==> src/a_definitions.sv <==
// arbiter package: slave count, id width, slot length, frame width, command enums
`default_nettype none

package a_definitions;

  ////////////////////////////////////////////////////////////////////////////
  // sizes
  ////////////////////////////////////////////////////////////////////////////

  // addressable slaves, ids 1..NO_SLAVES
  localparam int NO_SLAVES = 3;

  // id 0 is reserved for "no slave"
  localparam int S_ID_WIDTH = $clog2(NO_SLAVES + 1);

  // cycles an owner keeps the bus before it may be split
  // typed so the slot counter takes its width from here
  localparam logic [5:0] COM_SLOT = 6'd32;

  // bits in one reply frame to a master
  localparam int FRAME_W = 3;

  ////////////////////////////////////////////////////////////////////////////
  // commands
  ////////////////////////////////////////////////////////////////////////////

  // controller to port, one cycle per command
  typedef enum logic [1:0] {
    IDLE_C,  // nothing
    CLEAR,   // grant
    STOP_S,  // split
    STOP_P   // preempt, decoded by the port only
  } ctrl_cmd_t;

  // port to controller, state of the attached master
  typedef enum logic [1:0] {
    END_COM,   // transfer over
    NAK,       // master refused the grant
    WAIT_ACK,  // grant sent, no answer yet
    COM_       // master is transferring
  } mst_cmd_t;

endpackage

`default_nettype wire
==> src/a_arbiter.sv <==
// arbiter top: two master ports, controller and slot timer
`default_nettype none

module a_arbiter (
  input  logic                                clk,
  input  logic                                rstN,
  // master serial lines
  input  logic                                m0_in,
  input  logic                                m1_in,
  output logic                                m0_out,
  output logic                                m1_out,
  // selected slave
  output logic [a_definitions::S_ID_WIDTH-1:0] slave_id,
  output logic                                slave_valid
);
  import a_definitions::*;

  // port to controller
  logic [S_ID_WIDTH-1:0] id0;
  logic [S_ID_WIDTH-1:0] id1;
  mst_cmd_t              st0;
  mst_cmd_t              st1;
  logic                  done0;
  logic                  done1;
  // controller to port
  ctrl_cmd_t             cmd0;
  ctrl_cmd_t             cmd1;
  // slot timer
  logic                  timer_run;
  logic                  slot_over;

  a_master_port port0 (
    .clk       (clk),
    .rstN      (rstN),
    .port_in   (m0_in),
    .port_out  (m0_out),
    .cmd       (cmd0),
    .id        (id0),
    .com_state (st0),
    .done      (done0)
  );

  a_master_port port1 (
    .clk       (clk),
    .rstN      (rstN),
    .port_in   (m1_in),
    .port_out  (m1_out),
    .cmd       (cmd1),
    .id        (id1),
    .com_state (st1),
    .done      (done1)
  );

  a_controller ctrl (
    .clk         (clk),
    .rstN        (rstN),
    .id0         (id0),
    .id1         (id1),
    .st0         (st0),
    .st1         (st1),
    .done0       (done0),
    .done1       (done1),
    .cmd0        (cmd0),
    .cmd1        (cmd1),
    .slot_over   (slot_over),
    .timer_run   (timer_run),
    .slave_id    (slave_id),
    .slave_valid (slave_valid)
  );

  a_com_timer com_timer (
    .clk       (clk),
    .rstN      (rstN),
    .timer_run (timer_run),
    .slot_over (slot_over)
  );

endmodule : a_arbiter

`default_nettype wire

==> src/a_controller.sv <==
// arbitration fsm with fixed priority grant, owner watch, split and resume
`default_nettype none

module a_controller (
  input  logic                                clk,
  input  logic                                rstN,
  // requests from the ports
  input  logic [a_definitions::S_ID_WIDTH-1:0] id0,
  input  logic [a_definitions::S_ID_WIDTH-1:0] id1,
  input  a_definitions::mst_cmd_t             st0,
  input  a_definitions::mst_cmd_t             st1,
  input  logic                                done0,
  input  logic                                done1,
  // commands to the ports
  output a_definitions::ctrl_cmd_t            cmd0,
  output a_definitions::ctrl_cmd_t            cmd1,
  // slot timer
  input  logic                                slot_over,
  output logic                                timer_run,
  // selected slave
  output logic [a_definitions::S_ID_WIDTH-1:0] slave_id,
  output logic                                slave_valid
);
  import a_definitions::*;

  typedef enum logic [1:0] {
    IDLE,
    GRANT,
    WAIT,
    OWN
  } arb_state_t;

  arb_state_t state;
  arb_state_t next_state;

  // port holding the bus
  logic                  owner;
  logic                  nxt_owner;
  // split masters and the slave they had
  logic [1:0]            parked;
  logic [S_ID_WIDTH-1:0] park_id0;
  logic [S_ID_WIDTH-1:0] park_id1;

  logic [1:0]            want;
  logic [S_ID_WIDTH-1:0] pick_id;
  mst_cmd_t              own_st;
  ctrl_cmd_t             own_cmd;
  logic                  split;
  logic                  release_bus;

  ////////////////////////////////////////////////////////////////////////////
  // request selection
  ////////////////////////////////////////////////////////////////////////////

  // new request, or a parked master ready to go on
  assign want[0] = (id0 != '0) || (done0 && parked[0]);
  assign want[1] = (id1 != '0) || (done1 && parked[1]);

  // port 0 first
  always_comb begin
    if (want[0]) begin
      nxt_owner = 1'b0;
      pick_id   = (done0 && parked[0]) ? park_id0 : id0;
    end else begin
      nxt_owner = 1'b1;
      pick_id   = (done1 && parked[1]) ? park_id1 : id1;
    end
  end

  assign own_st = owner ? st1 : st0;

  // slot spent and the other side is queued
  assign split = (state == OWN) && (own_st != END_COM) && slot_over && want[~owner];

  ////////////////////////////////////////////////////////////////////////////
  // fsm
  ////////////////////////////////////////////////////////////////////////////

  always_comb begin
    next_state  = state;
    own_cmd     = IDLE_C;
    release_bus = 1'b0;

    unique case (state)
      IDLE: begin
        if (|want) begin
          next_state = GRANT;
        end
      end

      // id is already latched so tell the port
      GRANT: begin
        own_cmd    = CLEAR;
        next_state = WAIT;
      end

      WAIT: begin
        if (own_st == NAK) begin
          release_bus = 1'b1;
        end else if (own_st == COM_) begin
          next_state = OWN;
        end
      end

      OWN: begin
        if (own_st == END_COM) begin
          release_bus = 1'b1;
        end else if (split) begin
          own_cmd     = STOP_S;
          release_bus = 1'b1;
        end
      end
    endcase

    if (release_bus) begin
      next_state = IDLE;
    end
  end

  // only the owner ever sees a command
  assign cmd0 = owner ? IDLE_C : own_cmd;
  assign cmd1 = owner ? own_cmd : IDLE_C;

  assign timer_run = (state == OWN);

  always_ff @(posedge clk or negedge rstN) begin
    if (!rstN) begin
      state       <= IDLE;
      owner       <= 1'b0;
      parked      <= '0;
      slave_id    <= '0;
      slave_valid <= 1'b0;
    end else begin
      state <= next_state;

      // bus goes out on the edge into GRANT
      if ((state == IDLE) && (|want)) begin
        owner       <= nxt_owner;
        slave_id    <= pick_id;
        slave_valid <= 1'b1;
      end

      // resumed master is no longer parked
      if (state == GRANT) begin
        parked[owner] <= 1'b0;
      end

      if (split) begin
        parked[owner] <= 1'b1;
      end

      if (release_bus) begin
        slave_id    <= '0;
        slave_valid <= 1'b0;
      end
    end
  end

  // slave kept for the split master
  always_ff @(posedge clk or negedge rstN) begin
    if (!rstN) begin
      park_id0 <= '0;
      park_id1 <= '0;
    end else begin
      if (split && !owner) begin
        park_id0 <= slave_id;
      end
      if (split && owner) begin
        park_id1 <= slave_id;
      end
    end
  end

  ////////////////////////////////////////////////////////////////////////////
  // checks
  ////////////////////////////////////////////////////////////////////////////

  a_one_cmd: assert property (
    @(posedge clk) disable iff (!rstN)
    !((cmd0 != IDLE_C) && (cmd1 != IDLE_C))
  );

  // a grant always names a real slave
  a_valid_id: assert property (
    @(posedge clk) disable iff (!rstN)
    $rose(slave_valid) |-> (slave_id != '0)
  );

endmodule : a_controller

`default_nettype wire

==> src/a_com_timer.sv <==
// slot timer with a saturating cycle counter for the current bus owner
`default_nettype none

module a_com_timer (
  input  logic clk,
  input  logic rstN,
  input  logic timer_run,
  output logic slot_over
);
  import a_definitions::*;

  // same width as the slot length
  logic [$bits(COM_SLOT)-1:0] slot_cnt;

  ////////////////////////////////////////////////////////////////////////////
  // counter
  ////////////////////////////////////////////////////////////////////////////

  always_ff @(posedge clk or negedge rstN) begin
    if (!rstN) begin
      slot_cnt <= '0;
    end else if (!timer_run) begin
      // back to zero without an owner
      slot_cnt <= '0;
    end else if (slot_cnt != COM_SLOT) begin
      slot_cnt <= slot_cnt + 1'b1;
    end
    // saturates at COM_SLOT until timer_run drops
  end

  // high from COM_SLOT cycles into the run
  // drops one cycle after timer_run falls
  assign slot_over = (slot_cnt == COM_SLOT);

endmodule : a_com_timer

`default_nettype wire

==> src/a_master_port.sv <==
// master port: serial frame decoder, port fsm, reply serializer, cmd check
`default_nettype none

module a_master_port (
  input  logic                                clk,
  input  logic                                rstN,
  // serial lines to and from the master
  input  logic                                port_in,
  output logic                                port_out,
  // controller side
  input  a_definitions::ctrl_cmd_t            cmd,
  output logic [a_definitions::S_ID_WIDTH-1:0] id,
  output a_definitions::mst_cmd_t             com_state,
  output logic                                done
);
  import a_definitions::*;

  typedef enum logic [2:0] {
    RST,
    START,
    ALLOC1,
    ALLOC2,
    ACK,
    COM,
    DONE
  } port_state_t;

  port_state_t state;
  port_state_t next_state;

  // last three bits from the master, newest in bit 0
  logic [FRAME_W-1:0]    in_buf;
  logic                  buf_clr;
  // walking one, marks how many id bits are in
  logic [S_ID_WIDTH-1:0] id_mask;
  // set once the master has been split
  logic                  split_q;

  // reply frame to the serializer
  logic [FRAME_W-1:0]    write_val;
  logic                  write;
  logic [FRAME_W-1:0]    grant_frame;

  // frame matches on the input buffer
  logic                  hdr_hit;
  logic                  ack_hit;
  logic                  nak_hit;
  logic                  end_hit;
  logic                  res_hit;
  logic                  grant_take;

  ////////////////////////////////////////////////////////////////////////////
  // reply line
  ////////////////////////////////////////////////////////////////////////////

  a_write_buffer reply_buf (
    .clk  (clk),
    .rstN (rstN),
    .din  (write_val),
    .load (write),
    .dout (port_out)
  );

  ////////////////////////////////////////////////////////////////////////////
  // frame decode
  ////////////////////////////////////////////////////////////////////////////

  // request header 1,1,1
  assign hdr_hit = (in_buf == 3'b111);
  // answer to a grant
  assign ack_hit = (in_buf == 3'b101);
  assign nak_hit = (in_buf == 3'b110);
  // end of transfer 0,1
  assign end_hit = (in_buf[1:0] == 2'b01);
  // ready to resume after split, 0,1,0
  assign res_hit = (in_buf == 3'b010);

  // resume 1,0,0 after a split, else plain grant 1,1,0
  // frames are stored lsb first
  assign grant_frame = split_q ? 3'b001 : 3'b011;

  // grant lands in ALLOC2, or in DONE for a parked master
  assign grant_take = (cmd == CLEAR) && ((state == ALLOC2) || (state == DONE));

  ////////////////////////////////////////////////////////////////////////////
  // next state and reply
  ////////////////////////////////////////////////////////////////////////////

  always_comb begin
    next_state = state;
    write      = 1'b0;
    write_val  = '0;
    buf_clr    = 1'b0;

    unique case (state)
      // one settle cycle out of reset
      RST: next_state = START;

      START: begin
        if (hdr_hit) begin
          next_state = ALLOC1;
          buf_clr    = 1'b1;
        end
      end

      // collect the id bits msb first
      ALLOC1: begin
        if (id_mask[S_ID_WIDTH-1]) begin
          buf_clr = 1'b1;
          // id 0 is no request at all
          next_state = (in_buf[S_ID_WIDTH-1:0] != '0) ? ALLOC2 : START;
        end
      end

      ALLOC2: begin
        if (grant_take) begin
          write      = 1'b1;
          write_val  = grant_frame;
          next_state = ACK;
        end
      end

      ACK: begin
        if (nak_hit) begin
          // release 0,0,0
          write      = 1'b1;
          next_state = START;
          buf_clr    = 1'b1;
        end else if (ack_hit) begin
          // open 1,1,1
          write      = 1'b1;
          write_val  = 3'b111;
          next_state = COM;
          buf_clr    = 1'b1;
        end
      end

      COM: begin
        if (cmd == STOP_S) begin
          // split 0,1,0
          write      = 1'b1;
          write_val  = 3'b010;
          next_state = DONE;
          buf_clr    = 1'b1;
        end else if (cmd == STOP_P) begin
          write      = 1'b1;
          next_state = DONE;
          buf_clr    = 1'b1;
        end else if (end_hit) begin
          write      = 1'b1;
          next_state = START;
          buf_clr    = 1'b1;
        end
      end

      // parked, wait for resume frame and then the grant
      DONE: begin
        if (grant_take) begin
          write      = 1'b1;
          write_val  = grant_frame;
          next_state = ACK;
        end else if (res_hit) begin
          buf_clr = 1'b1;
        end
      end

      default: next_state = RST;
    endcase
  end

  ////////////////////////////////////////////////////////////////////////////
  // state, shift buffer, reports to controller
  ////////////////////////////////////////////////////////////////////////////

  always_ff @(posedge clk or negedge rstN) begin
    if (!rstN) begin
      state     <= RST;
      in_buf    <= '0;
      id_mask   <= '0;
      id        <= '0;
      com_state <= END_COM;
      done      <= 1'b0;
      split_q   <= 1'b0;
    end else begin
      state <= next_state;

      // on a match keep only the bit arriving now
      if (buf_clr) begin
        in_buf <= {{(FRAME_W-1){1'b0}}, port_in};
      end else begin
        in_buf <= {in_buf[FRAME_W-2:0], port_in};
      end

      // first id bit arrives on the edge into ALLOC1
      if (state == ALLOC1) begin
        id_mask <= id_mask << 1;
      end else begin
        id_mask <= {{(S_ID_WIDTH-1){1'b0}}, 1'b1};
      end

      if ((state == ALLOC1) && id_mask[S_ID_WIDTH-1]) begin
        id <= in_buf[S_ID_WIDTH-1:0];
      end

      // granted, drop the request and wait for the answer
      if (grant_take) begin
        id        <= '0;
        com_state <= WAIT_ACK;
        done      <= 1'b0;
        split_q   <= 1'b0;
      end

      if (state == ACK) begin
        if (nak_hit) begin
          com_state <= NAK;
        end else if (ack_hit) begin
          com_state <= COM_;
        end
      end

      // split wins over an end in the same cycle
      if (state == COM) begin
        if (cmd == STOP_S) begin
          split_q <= 1'b1;
        end else if ((cmd != STOP_P) && end_hit) begin
          com_state <= END_COM;
        end
      end

      if ((state == DONE) && res_hit) begin
        done <= 1'b1;
      end
    end
  end

  // controller grants only a port that asked or a parked port
  a_clear_when_waiting: assert property (
    @(posedge clk) disable iff (!rstN)
    (cmd == CLEAR) |-> ((id != '0) || (state == DONE))
  );

endmodule : a_master_port

`default_nettype wire

==> src/a_write_buffer.sv <==
// reply serializer with parallel load, lsb first shift, zero fill and overlap check
`default_nettype none

module a_write_buffer (
  input  logic                             clk,
  input  logic                             rstN,
  input  logic [a_definitions::FRAME_W-1:0] din,
  input  logic                             load,
  output logic                             dout
);
  import a_definitions::*;

  // frame being shifted out
  logic [FRAME_W-1:0] shift_q;
  // one bit per frame bit still to go out
  logic [FRAME_W-1:0] busy_q;

  // idle line sits at 0
  always_ff @(posedge clk or negedge rstN) begin
    if (!rstN) begin
      shift_q <= '0;
      busy_q  <= '0;
    end else if (load) begin
      shift_q <= din;
      busy_q  <= '1;
    end else begin
      // zeros come in from the top
      shift_q <= shift_q >> 1;
      busy_q  <= busy_q >> 1;
    end
  end

  // first bit shows the cycle after load
  assign dout = shift_q[0];

  // a new frame may only land on the last bit of the old one
  a_no_overlap: assert property (
    @(posedge clk) disable iff (!rstN)
    load |-> (busy_q[FRAME_W-1:1] == '0)
  );

endmodule : a_write_buffer

`default_nettype wire

==> config.mk <==
export PLATFORM = sky130hd
export DESIGN_NAME = a_arbiter
export DESIGN_NICKNAME = d
export VERILOG_FILES = /design/src/a_definitions.sv /design/src/a_arbiter.sv /design/src/a_controller.sv /design/src/a_com_timer.sv /design/src/a_master_port.sv /design/src/a_write_buffer.sv
export SDC_FILE = /design/constraint.sdc
export NUM_CORES = 1
export LEC_CHECK = 0
export BUFFER_PORTS_ARGS = -buffer_cell sky130_fd_sc_hd__buf_4
export CAP_MARGIN = 20
export CELL_PAD_IN_SITES_DETAIL_PLACEMENT = 0
export CELL_PAD_IN_SITES_GLOBAL_PLACEMENT = 1
export CORE_MARGIN = 5
export CORE_UTILIZATION = 40
export DETAILED_ROUTE_END_ITERATION = 12
export GPL_ROUTABILITY_DRIVEN = 0
export HOLD_SLACK_MARGIN = 0.15
export MAX_ROUTING_LAYER = met4
export PLACE_DENSITY_LB_ADDON = 0.1
export SYNTH_ARGS = -nofsm -noshare
export SYNTH_HDL_FRONTEND = slang
export SYNTH_SLANG_ARGS = --single-unit
==> constraint.sdc <==
create_clock -name clk -period 2.1 [get_ports clk]
set_input_delay 0.105 -clock clk [delete_from_list [all_inputs] [get_ports clk]]
set_output_delay 0.105 -clock clk [all_outputs]
set_load 0.05 [all_outputs]
# ---- Word level (Yosys, flattened, before mapping)
# Cells that the tools add are included.
dict set report word_totals {
  in_bits 4
  ff_bits 52
  output_inout_bits 5
}
dict set report classes {
  reduce_logical 43
  n_bitwise 4
  eq_ne 51
  n_addsub 1
  magnitude_cmp 3
  mux 121
}
# op count
set op_table {}
lappend op_table {{2-bit 2-to-1 mux} 42}
lappend op_table {{3-bit 2-to-1 mux} 26}
lappend op_table {{1-bit 2-to-1 mux} 39}
lappend op_table {{3-bit equality test (second input constant)} 12}
lappend op_table {{3-bit case mux with 6 select lines} 2}
lappend op_table {{2-bit nonzero test} 10}
lappend op_table {{3-bit by 2-bit equality test with 1-bit output (second input constant)} 6}
lappend op_table {{3-bit case mux with 3 select lines} 2}
lappend op_table {{1-bit logical AND} 17}
lappend op_table {{2-bit equality test (second input constant)} 7}
lappend op_table {{2-bit by 1-bit equality test with 1-bit output (second input constant)} 6}
lappend op_table {{6-bit 2-to-1 mux} 2}
lappend op_table {{2-bit by 1-bit != test with 1-bit output (second input constant)} 6}
lappend op_table {{3-bit by 1-bit != test with 1-bit output (second input constant)} 4}
lappend op_table {{1-bit case mux with 5 select lines} 2}
lappend op_table {{5-bit AND reduction} 2}
lappend op_table {{4-bit by 1-bit != test with 1-bit output (second input constant)} 2}
lappend op_table {{6-bit by 1-bit adder with 6-bit output (second input constant)} 1}
lappend op_table {{3-bit by 1-bit equality test with 1-bit output (second input constant)} 2}
lappend op_table {{6-bit equality test (second input constant)} 1}
lappend op_table {{3-bit logical NOT} 2}
lappend op_table {{2-bit != test (second input constant)} 3}
lappend op_table {{6-bit != test (second input constant)} 1}
lappend op_table {{1-bit case mux with 3 select lines} 2}
lappend op_table {{17 further kinds} 24}

# ---- Longest topological paths before layout
# Gate-level depths: netlist (run 1).
dict set report logic_depth {
  word_depth 18
  mapped_depth 8
  ltp_nobuf 8
}

# ---- Modules after synthesis
# Synthesis (run 1) repeated with hierarchy kept, for this count alone.
dict set report unflattened {
  cells_unflattened 306
  area_unflattened_um2 3062.9
}
# mod cells_each area_per_inst_um2 instances seq_area_each_um2
set modules_own_cells {}
lappend modules_own_cells {a_master_port 91 859.6 2 350.3}
lappend modules_own_cells {a_controller 79 798.3 1 300.3}
lappend modules_own_cells {a_com_timer 33 335.3 1 150.1}
lappend modules_own_cells {a_write_buffer 6 105.1 2 75.1}

# ---- Least setup slack after synthesis (run 1)
# OpenSTA, ideal clock, no wires.
dict set report synth_path {
  path_kind {register -> register}
  start {register com_timer.slot_cnt[0]}
  end {register port0.in_buf[2]}
  slack_ps 230
  arrival_ps 1751
  required_ps 1980
  stages_incl_launch_ff 9
  synth_period_minus_slack_ps 1870
  cell_sequence {dfrtp_1 inv_1 ha_1 nand4bb_4 nor4_4 o21ai_1 a21o_1 o21a_1 and3_1}
}
dict set report synth_via {
  elab_chain_cells 12
  elab_cells_between_ends 16
  classes_between {eq/ne (4); mux (9); reduce/logical (3)}
}
# element line
set synth_rtl {}
lappend synth_rtl {{start: declaration} a_com_timer.sv:13} ;# logic [$bits(COM_SLOT)-1:0] slot_cnt;
lappend synth_rtl {{start signal: assignment} a_com_timer.sv:26} ;# slot_cnt <= slot_cnt + 1'b1;
lappend synth_rtl {{6-bit equality test (*)} a_com_timer.sv:33} ;# assign slot_over = (slot_cnt == COM_SLOT);
lappend synth_rtl {{1-bit logical AND (*) (2 in series)} a_controller.sv:73} ;# assign split = (state == OWN) && (own_st != END_COM) && slot_over && want[~owner];
lappend synth_rtl {{2-bit 2-to-1 mux (*)} a_controller.sv:108} ;# end else if (split) begin
lappend synth_rtl {{2-bit 2-to-1 mux (*)} a_controller.sv:106} ;# if (own_st == END_COM) begin
lappend synth_rtl {{2-bit case mux with 2 select lines (*)} a_controller.sv:84} ;# unique case (state)
lappend synth_rtl {{2-bit 2-to-1 mux (*)} a_controller.sv:121} ;# assign cmd0 = owner ? IDLE_C : own_cmd;
lappend synth_rtl {{2-bit equality test or 2-bit by 1-bit equality test with 1-bit output (tied branches)} {a_master_port.sv:145, a_master_port.sv:83}}
lappend synth_rtl {{1-bit 2-to-1 mux or 1-bit logical AND (tied branches)} {a_master_port.sv:145, a_master_port.sv:83}}
lappend synth_rtl {{1-bit 2-to-1 mux (on tied branches)} {a_master_port.sv:139, a_master_port.sv:158}}
lappend synth_rtl {{1-bit case mux with 5 select lines (*)} a_master_port.sv:95} ;# unique case (state)
lappend synth_rtl {{3-bit 2-to-1 mux (*)} a_master_port.sv:188} ;# if (buf_clr) begin
lappend synth_rtl {{end signal: assignment} a_master_port.sv:189} ;# in_buf <= {{(FRAME_W-1){1'b0}}, port_in};
lappend synth_rtl {{end signal: assignment} a_master_port.sv:191} ;# in_buf <= {in_buf[FRAME_W-2:0], port_in};
lappend synth_rtl {{end: declaration} a_master_port.sv:32} ;# logic [FRAME_W-1:0] in_buf;
# Mark *: on every way between the ends. The rest lies on a longest branch, timed or not.
# A chain may end at the register's enable or synchronous reset.

# ---- Worst setup path after layout (run 1)
dict set report layout_path {
  start {register com_timer.slot_cnt[0]}
  end {register port1.state[0]}
}
dict set report layout_via {
  elab_chain_cells 11
  elab_cells_between_ends 17
  classes_between {eq/ne (6); mux (7); reduce/logical (4)}
}
# element line
set layout_rtl {}
lappend layout_rtl {{6-bit equality test (*)} a_com_timer.sv:33}
lappend layout_rtl {{1-bit logical AND (*) (2 in series)} a_controller.sv:73}
lappend layout_rtl {{2-bit 2-to-1 mux (*)} a_controller.sv:108}
lappend layout_rtl {{2-bit 2-to-1 mux (*)} a_controller.sv:106}
lappend layout_rtl {{2-bit case mux with 2 select lines (*)} a_controller.sv:84}
lappend layout_rtl {{2-bit 2-to-1 mux (*)} a_controller.sv:122} ;# assign cmd1 = owner ? own_cmd : IDLE_C;
lappend layout_rtl {{2-bit equality test or 2-bit by 1-bit equality test with 1-bit output (tied branches)} {a_master_port.sv:145, a_master_port.sv:83}}
lappend layout_rtl {{3-bit 2-to-1 mux or 1-bit logical AND (tied branches)} {a_master_port.sv:145, a_master_port.sv:83}}
lappend layout_rtl {{3-bit 2-to-1 mux or 2-bit by 1-bit != test with 1-bit output (tied branches)} --}
lappend layout_rtl {{3-bit case mux with 6 select lines or 5-bit AND reduction (tied branches)} --}
lappend layout_rtl {{end signal: assignment} a_master_port.sv:185} ;# state <= next_state;
lappend layout_rtl {{end: declaration} a_master_port.sv:28} ;# port_state_t state;
# Marks and branches as above.

==> results.sh, run 1 <==
export IMPL_route_vias_total=2228
export IMPL_final_nets=332
export IMPL_fin_crit_ns=1.980
export IMPL_seq_area_frac_synth_pct=45.34
export IMPL_run_status="finished clean"
export IMPL_numPortBuffers=8
export IMPL_p_leak_nw=1.487
export IMPL_hp_class="in2async"
export IMPL_async_reset_ff_share_pct=100.0
export IMPL_required_ns=2.31
export IMPL_diodes=0
export IMPL_area_delta_synth_final_pct=14.39
export IMPL_worstSetupPathType="reg2reg"
export IMPL_setup_violations=0
export IMPL_r2r_slack_ns=0.12
export IMPL_final_area_sq_um=3283
export IMPL_start_util_pct=41.56
export IMPL_die_h_um=94.71
export IMPL_synthDistinctLibCells=63
export IMPL_gr_total_overflow=0
export IMPL_clk_latency_ns=0.30
export IMPL_grt_max_degree=53
export IMPL_grtUsageTotal_pct=15.07
export IMPL_r2r_start="com_timer.slot_cnt[0]"
export IMPL_startpoint_type="register"
export IMPL_fin_skew_ns=0.007629
export IMPL_die_x_um=94.71
export IMPL_rsz0062_at_grt="no"
export IMPL_firstDrtPassIters=7
export IMPL_synth_area_leaders="dfrtp_1, nor2_1, nand2_1"
export IMPL_clockBufferDepth=2
export IMPL_endpoint_kind="register"
export IMPL_drive_gt1_share_pct=16.10
export IMPL_ys_flop_type="dfrtp_1"
export IMPL_antenna_found_initial=0
export IMPL_cts_sinks=52
export IMPL_synth_edff_count=0
export IMPL_synth_cells=299
export IMPL_drv_cap=0
export IMPL_worst_slew_pin_slew_ns=0.6622
export IMPL_remaining_drc_errors=0
export IMPL_max_freq_mhz=505.1
export IMPL_post_dp_hpwl_mm=4.472
export IMPL_clock_root_buffer="clkbuf_8"
export IMPL_fillers=690
export IMPL_r2r_end="port1.state[0]"
export IMPL_synth_top_cell_by_area="dfrtp_1"
export IMPL_reg2reg_depth=8
export IMPL_slew_headroom_pct=55.85
export IMPL_syn_area_per_cell_sq_um=9.600
export IMPL_ir_drop_mv=0.4321
export IMPL_multiInputGateArea_sq_um=1514
export IMPL_cts_buffers=5
export IMPL_drt_wl_total_mm=6.239
export IMPL_cp_data_arrival_time_ns=2.19
export IMPL_netlist_area_leader_share_pct=45.34
export IMPL_hold_viol_final=0
export IMPL_core_rowCount=30
export IMPL_synth_nets=309
export IMPL_critPathMaxFanout=4
export IMPL_clkTransAtPathRegs_ns=0.10
export IMPL_design_die_area_sq_um=8970
export IMPL_synth_seq_cells=52
export IMPL_grt_pass1_vias=2109
export IMPL_powerDensity_nw_per_um2=1037
export IMPL_grt_pass1_wl_mm=10.44
export IMPL_io_pin_count=9
export IMPL_seqCellArea_sq_um=1301
export IMPL_vias_per_cell=5.317
export IMPL_antenna_left=0
export IMPL_h_tree_depth=2
export IMPL_synth_area_sq_um=2870
export IMPL_final_max_slew_viol_count=0
export IMPL_post_dp_cell_area_sq_um=3090
export IMPL_cts_tree="built"
export IMPL_wl_per_cell_um=14.89
export IMPL_period_share_pct=94.28
export IMPL_synth_yosys_warnings=0
export IMPL_drt_iter0_drc=155
export IMPL_fin_tns_setup_ns=0
export IMPL_core_sq_um=6907
[synthesized netlist by cell type, drive strengths merged (2+ instances only)]
library cell	n
clkbuf	8
o31ai	2
nor3b	6
o211ai	3
xor2	3
nand3	14
dfrtp	52
nor4	2
o22a	2
a21boi	2
a211oi	3
inv	11
ha	6
nor2	34
a21oi	15
a31o	2
and3	4
a21o	5
nor2b	6
and2	5
xnor2	4
o21bai	2
a31oi	2
o21ai	16
a32o	2
nor3	8
nand2	33
nand2b	11
nand3b	2
mux2i	10
mux2	4
[worst max-delay path, cell delays in order (launching register included)]
cell	delay [ns]
dfrtp_1	0.41
inv_2	0.08
ha_2	0.20
nand4bb_4	0.17
nor2_4	0.20
a31oi_2	0.12
buf_4	0.16
a221o_1	0.33
a31oi_1	0.21
[how the worst max path moves through the flow]
stage,from,to,slack (ns),cells past startpoint
finish,com_timer.slot_cnt[0],port1.state[0],0.12,8
global route,ctrl.state[1],port1.in_buf[1],0.0002,8
CTS,com_timer.slot_cnt[0],port1.in_buf[1],0.04,8
detailed placement,com_timer.slot_cnt[0],port0.reply_buf.shift_q[1],0.02,8
global placement,com_timer.slot_cnt[0],port0.reply_buf.shift_q[1],0.06,8
floorplan,com_timer.slot_cnt[0],port0.in_buf[2],0.23,8
[flip-flops by register name, summed over array words and instances, names as in the netlist, 3 cells and up, named ones only]
signal                   count
port1.state                  3
port1.reply_buf.shift_q      3
port1.in_buf                 3
port0.state                  3
port0.reply_buf.shift_q      3
port0.in_buf                 3
com_timer.slot_cnt           6
[layout by cell type (no fill, tap or decap), types with 2 or more instances in the layout]
master          n
a21boi_1        2
a21o_1          4
a21oi_1        15
and2_1          5
and3_1          4
buf_4          22
clkbuf_8        5
dfrtp_1        52
dlygate4sd3_1   3
ha_1            5
inv_1          10
mux2_2          4
mux2i_1        10
nand2_1        32
nand2b_1       10
nand3_1        14
nand3b_1        2
nor2_1         33
nor2b_1         6
nor3_1          8
nor3b_1         5
o211ai_1        2
o21ai_0        13
o21ai_1         3
o21bai_1        2
o22a_1          2
o31ai_1         2
xnor2_1         4
xor2_1          3
[power by group]
part           internal [mW]  switching, mW
registers               1.19          0.292
clock network          0.361          0.340
logic                  0.530          0.696
total                   2.08           1.33
[stage by stage]
step / total power, mW / setup WS (ns) / std cells / utilization [%] / hold slack (ns)
2_1_floorplan: 2.315 / 0.2298 / 299 / - / -0.1906
3_3_place_gp: 2.676 / 0.06281 / 404 / 44.75 / 0.1932
3_5_place_dp: 2.673 / 0.01774 / 404 / 44.75 / 0.1889
4_1_cts: 3.389 / 0.03771 / 415 / 46.79 / 0.4022
5_1_grt: 3.652 / 0.0002478 / 419 / 47.54 / 0.4303
6_report: 3.405 / 0.1201 / 419 / 47.54 / 0.3776
[logic make-up after synthesis]
| kind of cell | after synthesis | share of synthesized area [%] |
|---|---|---|
| AND/OR/NAND/NOR | 131 | 24.06 |
| AO/OA/AOI/OAI | 69 | 18.13 |
| flip-flops | 52 | 45.34 |
| buffers and inverters | 20 | 2.659 |
| multiplexers | 14 | 5.057 |
| XOR/XNOR | 7 | 2.136 |
| adder cells (fa/ha/maj) | 6 | 2.615 |
[final cells by class]
class,count,area share (%)
Multi-Input combinational cell,227,46.11
Clock buffer,6,2.210
Sequential cell,52,39.63
Clock inverter,2,1.181
Inverter,11,1.258
Tap cell,96,3.659
Timing Repair Buffer,25,5.945
[routing by layer]
metal  wire [um]  share of wire [%]  vias up  track usage, %
met3         147                2.4        2           2.869
li1            -                  -     1103               -
met5           0                  0        -               -
met1        3454                 55     1098           23.76
met4          28               0.45        0           3.486
met2        2608                 42       25           19.55
[repair_timing]
item                                    in CTS  in global routing
pin swaps                                    1                  2
endpoints found under the setup margin       2                 13
resized for setup                            0                  6
hold endpoints to repair                    54                  0
gates cloned                                 0                  0
setup buffers                                0                  4
hold buffers                                 3                  0
Note: power is estimated with default switching activity, not from simulation.
==> run 2: changes to the inputs <==
--- a/config.mk
+++ b/config.mk
@@ -15,7 +15,8 @@
 export GPL_ROUTABILITY_DRIVEN = 0
 export HOLD_SLACK_MARGIN = 0.15
 export MAX_ROUTING_LAYER = met4
-export PLACE_DENSITY_LB_ADDON = 0.1
+export PLACE_DENSITY = 0.73
+export SKIP_CTS_REPAIR_TIMING = 1
 export SYNTH_ARGS = -nofsm -noshare
 export SYNTH_HDL_FRONTEND = slang
 export SYNTH_SLANG_ARGS = --single-unit
==> constraint.sdc (replaced) <==
create_clock -name clk -period 2.2 [get_ports clk]
set_input_delay 0.11 -clock clk [delete_from_list [all_inputs] [get_ports clk]]
set_output_delay 0.11 -clock clk [all_outputs]
set_load 0.05 [all_outputs]
==> run 2 against run 1 <==
  * Maximum frequency fell by 1.7%
  * Power decreased by 9.1%
  * Worst hold slack better by 0.0033 ns
  * Non-clock buffer count down 6
  * Critical path depth unchanged
  * Largest cell class unchanged
==> results.sh, run 2 (synthesis gave the netlist of run 1 again) <==
export IMPL_antenna_found_initial=0
export IMPL_r2r_end="port1.in_buf[1]"
export IMPL_grtUsageTotal_pct=14.21
export IMPL_core_rowCount=30
export IMPL_drive_gt1_share_pct=13.88
export IMPL_firstDrtPassIters=4
export IMPL_r2r_slack_ns=0.19
export IMPL_fillers=711
export IMPL_area_delta_synth_final_pct=11.68
export IMPL_required_ns=2.40
export IMPL_largest_reg_flops=6
export IMPL_grt_max_degree=53
export IMPL_cts_buffers=5
export IMPL_io_pin_count=9
export IMPL_core_sq_um=6907
export IMPL_design_die_area_sq_um=8970
export IMPL_period_share_pct=91.52
export IMPL_grt_pass1_vias=2045
export IMPL_worstSetupPathType="reg2reg"
export IMPL_cp_data_arrival_time_ns=2.21
export IMPL_run_status="finished clean"
export IMPL_r2r_start="com_timer.slot_cnt[0]"
export IMPL_critPathSlowestCell="dfrtp_1"
export IMPL_startpoint_type="register"
export IMPL_whs_ns=0.3808
export IMPL_rsz0062_at_grt="no"
export IMPL_fin_skew_ns=0.005424
export IMPL_numPortBuffers=8
export IMPL_post_dp_hpwl_mm=4.226
export IMPL_clockBufferDepth=2
export IMPL_final_max_slew_viol_count=0
export IMPL_fin_crit_ns=2.013
export IMPL_reg2reg_depth=8
export IMPL_drv_cap=0
export IMPL_setup_violations=0
export IMPL_drt_wl_total_mm=5.747
export IMPL_cpPeakStageDelay_ns=0.41
export IMPL_cts_tree="built"
export IMPL_start_util_pct=41.56
export IMPL_diodes=0
export IMPL_slew_headroom_pct=55.63
export IMPL_h_tree_depth=2
export IMPL_crit_chain="inv_1 > ha_1 > nand4bb_4 > nor2_2 > nand4_2 > a31o_1 > a21boi_1 > and3_1"
export IMPL_vias_per_cell=5.218
export IMPL_worstSetupStartpoint="com_timer.slot_cnt[0]"
export IMPL_fin_tns_setup_ns=0
export IMPL_endpoint_kind="register"
export IMPL_antenna_left=0
export IMPL_die_x_um=94.71
export IMPL_final_cell_mix="dfrtp_1, nor2_1, nand2_1, buf_4, a21oi_1"
export IMPL_crit_path_end="port1.in_buf[1]"
export IMPL_ir_drop_mv=0.4499
export IMPL_largest_register="com_timer.slot_cnt"
export IMPL_die_h_um=94.71
export IMPL_remaining_drc_errors=0
export IMPL_critical_path_top_delay_family="simple AND/OR/NAND/NOR gates"
export IMPL_final_nets=326
export IMPL_clock_root_buffer="clkbuf_8"
export IMPL_route_vias_total=2155
export IMPL_final_common_cell="dfrtp_1"
export IMPL_hold_viol_final=0
export IMPL_p_leak_nw=1.462
export IMPL_wl_per_cell_um=13.92
export IMPL_drt_iter0_drc=161
export IMPL_critPathMaxFanout=7
export IMPL_cts_sinks=52
export IMPL_gr_total_overflow=0
export IMPL_hp_class="in2async"
export IMPL_crit_buf_inv=1
export IMPL_worst_slew_pin_slew_ns=0.6655
export IMPL_powerDensity_nw_per_um2=965.3
export IMPL_cp_depth=8
export IMPL_clk_latency_ns=0.31
export IMPL_clkTransAtPathRegs_ns=0.10
export IMPL_grt_pass1_wl_mm=9.873
export IMPL_max_freq_mhz=496.7
## run 2: cell count changes in the layout (fill, tap and decap cells not counted), sizes merged
cell	before	now
buf	22	16
bufinv	1	0
inv	12	13
## run 2: area by class of cell
type / instances / area [sq um] / share of cell area [%]
timing repair buffer: 19 / 150.1 / 4.684
tap: 96 / 120.1 / 3.747
inverter: 11 / 41.29 / 1.288
clock inverter: 2 / 17.52 / 0.5464
clock buffer: 6 / 82.58 / 2.576
sequential: 52 / 1301 / 40.59
multi-input combinational: 227 / 1493 / 46.57
## run 2: metal layers
layer / GRT usage [%] / vias to the layer above / share of wire [%]
met5: - / - / 0
met2: 19.73 / 43 / 43
met4: 3.966 / 0 / 0.80
met3: 2.470 / 4 / 3.5
met1: 21.17 / 1024 / 53
li1: - / 1084 / -
## run 2: per-stage QoR
step	cell area [sq um]	utilization [%]	worst slack, ns	instances	total power [mW]
finish	3206	46.41	0.1865	413	3.094
global route	3206	46.41	0.03820	413	3.337
CTS	3176	45.98	0.1717	410	3.122
detailed placement	3075	44.53	0.1819	402	2.515
global placement	3075	44.53	0.2194	402	2.512
floorplan	2870	-	0.3298	299	2.210
## run 2: how the worst min path moves through the flow
stage | endpoint | depth (start not counted)
6_report | port1.state[1] | 2
5_1_grt | ctrl.slave_id[1] | 2
2_1_floorplan | async pin | 0
3_3_place_gp | port1.state[1] | 1
3_5_place_dp | port1.state[1] | 1
4_1_cts | port1.state[1] | 1
## run 2: report_power, final
group	total, mW	leakage [nW]	switching (mW)	internal [mW]
Combinational	1.09	0.736	0.618	0.472
Sequential	1.41	0.674	0.276	1.13
Clock	0.597	0.0522	0.333	0.264
Total	3.09	1.46	1.23	1.87
==> run 3: changes to the inputs <==
--- a/config.mk
+++ b/config.mk
@@ -5,17 +5,17 @@
 export SDC_FILE = /design/constraint.sdc
 export NUM_CORES = 1
 export LEC_CHECK = 0
+export ABC_AREA = 1
 export BUFFER_PORTS_ARGS = -buffer_cell sky130_fd_sc_hd__buf_4
 export CAP_MARGIN = 20
 export CELL_PAD_IN_SITES_DETAIL_PLACEMENT = 0
 export CELL_PAD_IN_SITES_GLOBAL_PLACEMENT = 1
-export CORE_MARGIN = 5
 export CORE_UTILIZATION = 40
 export DETAILED_ROUTE_END_ITERATION = 12
 export GPL_ROUTABILITY_DRIVEN = 0
 export HOLD_SLACK_MARGIN = 0.15
 export MAX_ROUTING_LAYER = met4
-export PLACE_DENSITY = 0.73
+export PLACE_DENSITY = 0.76
 export SKIP_CTS_REPAIR_TIMING = 1
 export SYNTH_ARGS = -nofsm -noshare
 export SYNTH_HDL_FRONTEND = slang
==> run 3 against run 2 <==
  * Cell count is 17% higher
  * Power is 22% higher
  * Critical path depth is 3 higher
  * Synthesized cell count is 23% higher
  * Clock power hardly changed
  * Critical path type unchanged
  * Critical endpoint is now ctrl.slave_id[1]
  * Highest routed layer unchanged
==> results.sh, run 3 <==
export IMPL_endpoint_kind="register"
export IMPL_hold_viol_final=0
export IMPL_worstSetupStartpoint="ctrl.owner"
export IMPL_required_ns=2.40
export IMPL_final_nets=395
export IMPL_largest_register="com_timer.slot_cnt"
export IMPL_remaining_drc_errors=0
export IMPL_fin_tns_setup_ns=0
export IMPL_grt_max_degree=53
export IMPL_grtUsageTotal_pct=18.38
export IMPL_die_h_um=86.43
export IMPL_cts_buffers=5
export IMPL_firstDrtPassIters=4
export IMPL_route_vias_total=2295
export IMPL_gr_total_overflow=0
export IMPL_synthDistinctLibCells=33
export IMPL_numPortBuffers=8
export IMPL_powerDensity_nw_per_um2=1202
export IMPL_drt_wl_total_mm=5.773
export IMPL_synth_nets=378
export IMPL_cts_sinks=52
export IMPL_core_sq_um=6832
export IMPL_run_status="finished clean"
export IMPL_die_x_um=86.43
export IMPL_start_util_pct=41.74
export IMPL_synth_seq_cells=52
export IMPL_slew_headroom_pct=56.43
export IMPL_r2r_end="ctrl.slave_id[1]"
export IMPL_antenna_left=0
export IMPL_critPathMaxFanout=11
export IMPL_drive_gt1_share_pct=12.18
export IMPL_cts_tree="built"
export IMPL_drv_cap=0
export IMPL_h_tree_depth=2
export IMPL_rsz0062_at_grt="no"
export IMPL_clock_root_buffer="clkbuf_8"
export IMPL_io_pin_count=9
export IMPL_fin_crit_ns=1.863
export IMPL_grt_pass1_vias=2271
export IMPL_dr_wl_met2_mm=2.641
export IMPL_syn_area_per_cell_sq_um=7.749
export IMPL_dp_cells=471
export IMPL_seqCellArea_sq_um=1301
export IMPL_multiInputGateArea_sq_um=1309
export IMPL_drt_iter0_drc=112
export IMPL_final_cell_mix="nand2_1, dfrtp_1, inv_1, nor2_1, nand3_1"
export IMPL_final_cells=482
export IMPL_synth_area_leaders="dfrtp_1, nand2_1, inv_1"
export IMPL_hp_class="in2async"
export IMPL_clkTransAtPathRegs_ns=0.10
export IMPL_clockBufferDepth=2
export IMPL_grt_pass1_wl_mm=10.41
export IMPL_crit_path_end="ctrl.slave_id[1]"
export IMPL_startpoint_type="register"
export IMPL_core_rowCount=30
export IMPL_synth_yosys_warnings=0
export IMPL_period_share_pct=84.70
export IMPL_synthTopCellsByCount="nand2_1, dfrtp_1, inv_1, nor2_1, nand3_1"
export IMPL_netlist_area_leader_share_pct=45.63
export IMPL_synth_top_cell_by_area="dfrtp_1"
export IMPL_setup_violations=0
export IMPL_ir_drop_mv=0.4047
export IMPL_seq_area_frac_synth_pct=45.63
export IMPL_max_freq_mhz=536.7
export IMPL_yosysMostFrequentCell="nand2_1"
export IMPL_r2r_slack_ns=0.34
export IMPL_post_dp_hpwl_mm=4.374
export IMPL_design_die_area_sq_um=7470
export IMPL_fin_skew_ns=0.009001
export IMPL_area_delta_synth_final_pct=10.36
export IMPL_synth_cells=368
export IMPL_p_leak_nw=1.657
export IMPL_async_reset_ff_share_pct=100.0
export IMPL_synth_edff_count=0
export IMPL_worstSetupPathType="reg2reg"
export IMPL_final_common_cell="nand2_1"
export IMPL_largest_reg_flops=6
export IMPL_final_max_slew_viol_count=0
export IMPL_vias_per_cell=4.761
export IMPL_wl_per_cell_um=11.98
export IMPL_met1_length_mm=2.932
export IMPL_met3WireLength_um=116
export IMPL_reg2reg_depth=11
export IMPL_ys_flop_type="dfrtp_1"
export IMPL_r2r_start="ctrl.owner"
export IMPL_synth_area_sq_um=2851
export IMPL_diodes=0
export IMPL_clk_latency_ns=0.31
export IMPL_cp_data_arrival_time_ns=2.06
export IMPL_worst_slew_pin_slew_ns=0.6536
export IMPL_fillers=750
export IMPL_antenna_found_initial=0
export IMPL_whs_ns=0.3617
export IMPL_topRoutingLayerUsed="met4"
==> run 3: cell types whose count changed in the layout (fill, tap and decap cells not counted), moves of 6 or more <==
| cell | before | now |
|---|---|---|
| mux2i_1 | 10 | 0 |
| nor2_1 | 33 | 49 |
| inv_1 | 11 | 49 |
| nand4_1 | 0 | 7 |
| o21ai_1 | 2 | 11 |
| inv_2 | 0 | 9 |
| nand2b_1 | 10 | 0 |
| buf_4 | 16 | 9 |
| nand3_1 | 14 | 27 |
| nand2_1 | 32 | 88 |
| nor2b_1 | 6 | 0 |
==> run 3: stage by stage <==
stage	total power [mW]	util, %	instance area (sq um)	setup WS [ns]
after floorplan	2.841	-	2851	0.5925
after global placement	3.199	44.21	3020	0.3523
after detailed placement	3.210	44.21	3020	0.3466
after CTS	3.815	45.62	3117	0.3288
after global routing	4.135	46.06	3147	0.1112
final	3.782	46.06	3147	0.3366
==> run 3: area by class of cell <==
| cell class | instances | area share (%) |
|---|---|---|
| clock inverter | 2 | 0.4374 |
| sequential | 52 | 41.35 |
| multi-input combinational | 255 | 41.59 |
| timing repair buffer | 12 | 3.101 |
| tap | 96 | 3.817 |
| inverter | 59 | 7.078 |
| clock buffer | 6 | 2.624 |
==> run 3: critical path, stage by stage (launching register included) <==
cell and delay (ns):
dfrtp_1 0.58, inv_1 0.19, nand2_1 0.12, nand2_2 0.08
nor2_4 0.18, inv_1 0.05, o21ai_1 0.09, nand2_2 0.12
nand2_1 0.14, inv_2 0.06, nand2_1 0.08, o21ai_1 0.06
==> run 3: how the worst min path moves through the flow <==
stage / endpoint / cells after the start / start / slack [ns]
after CTS: port0.in_buf[0] / 1 / rstN / -0.14
after global routing: port0.in_buf[0] / 2 / rstN / 0.44
after detailed placement: port0.in_buf[0] / 1 / rstN / 0.19
after global placement: port0.in_buf[0] / 1 / rstN / 0.20
final: port0.in_buf[0] / 2 / rstN / 0.36
after floorplan: async pin / 0 / rstN / -0.19
==> run 3: kinds of logic (layout without fill, tap and decap cells) <==
| family | Yosys count | count (layout) | share of synthesized area [%] |
|---|---|---|---|
| simple gates | 199 | 199 | 33.26 |
| buf+inv | 61 | 79 | 8.469 |
| flops | 52 | 52 | 45.63 |
| compound gates | 49 | 49 | 9.698 |
| fa+ha+maj | 6 | 6 | 2.633 |
| xor+xnor | 1 | 1 | 0.3072 |
==> run 3: where the power goes <==
group,internal [mW],switching (mW),leakage [nW]
Clock,0.258,0.335,0.0516
Sequential,1.21,0.258,0.675
Combinational,0.587,1.13,0.931
==> run 3: per-layer routing <==
metal | global-route usage (%) | vias to the layer above
met1 | 24.16 | 1060
met3 | 2.857 | 9
li1 | - | 1207
met2 | 29.44 | 19
met4 | 5.455 | 0
met5 | - | -
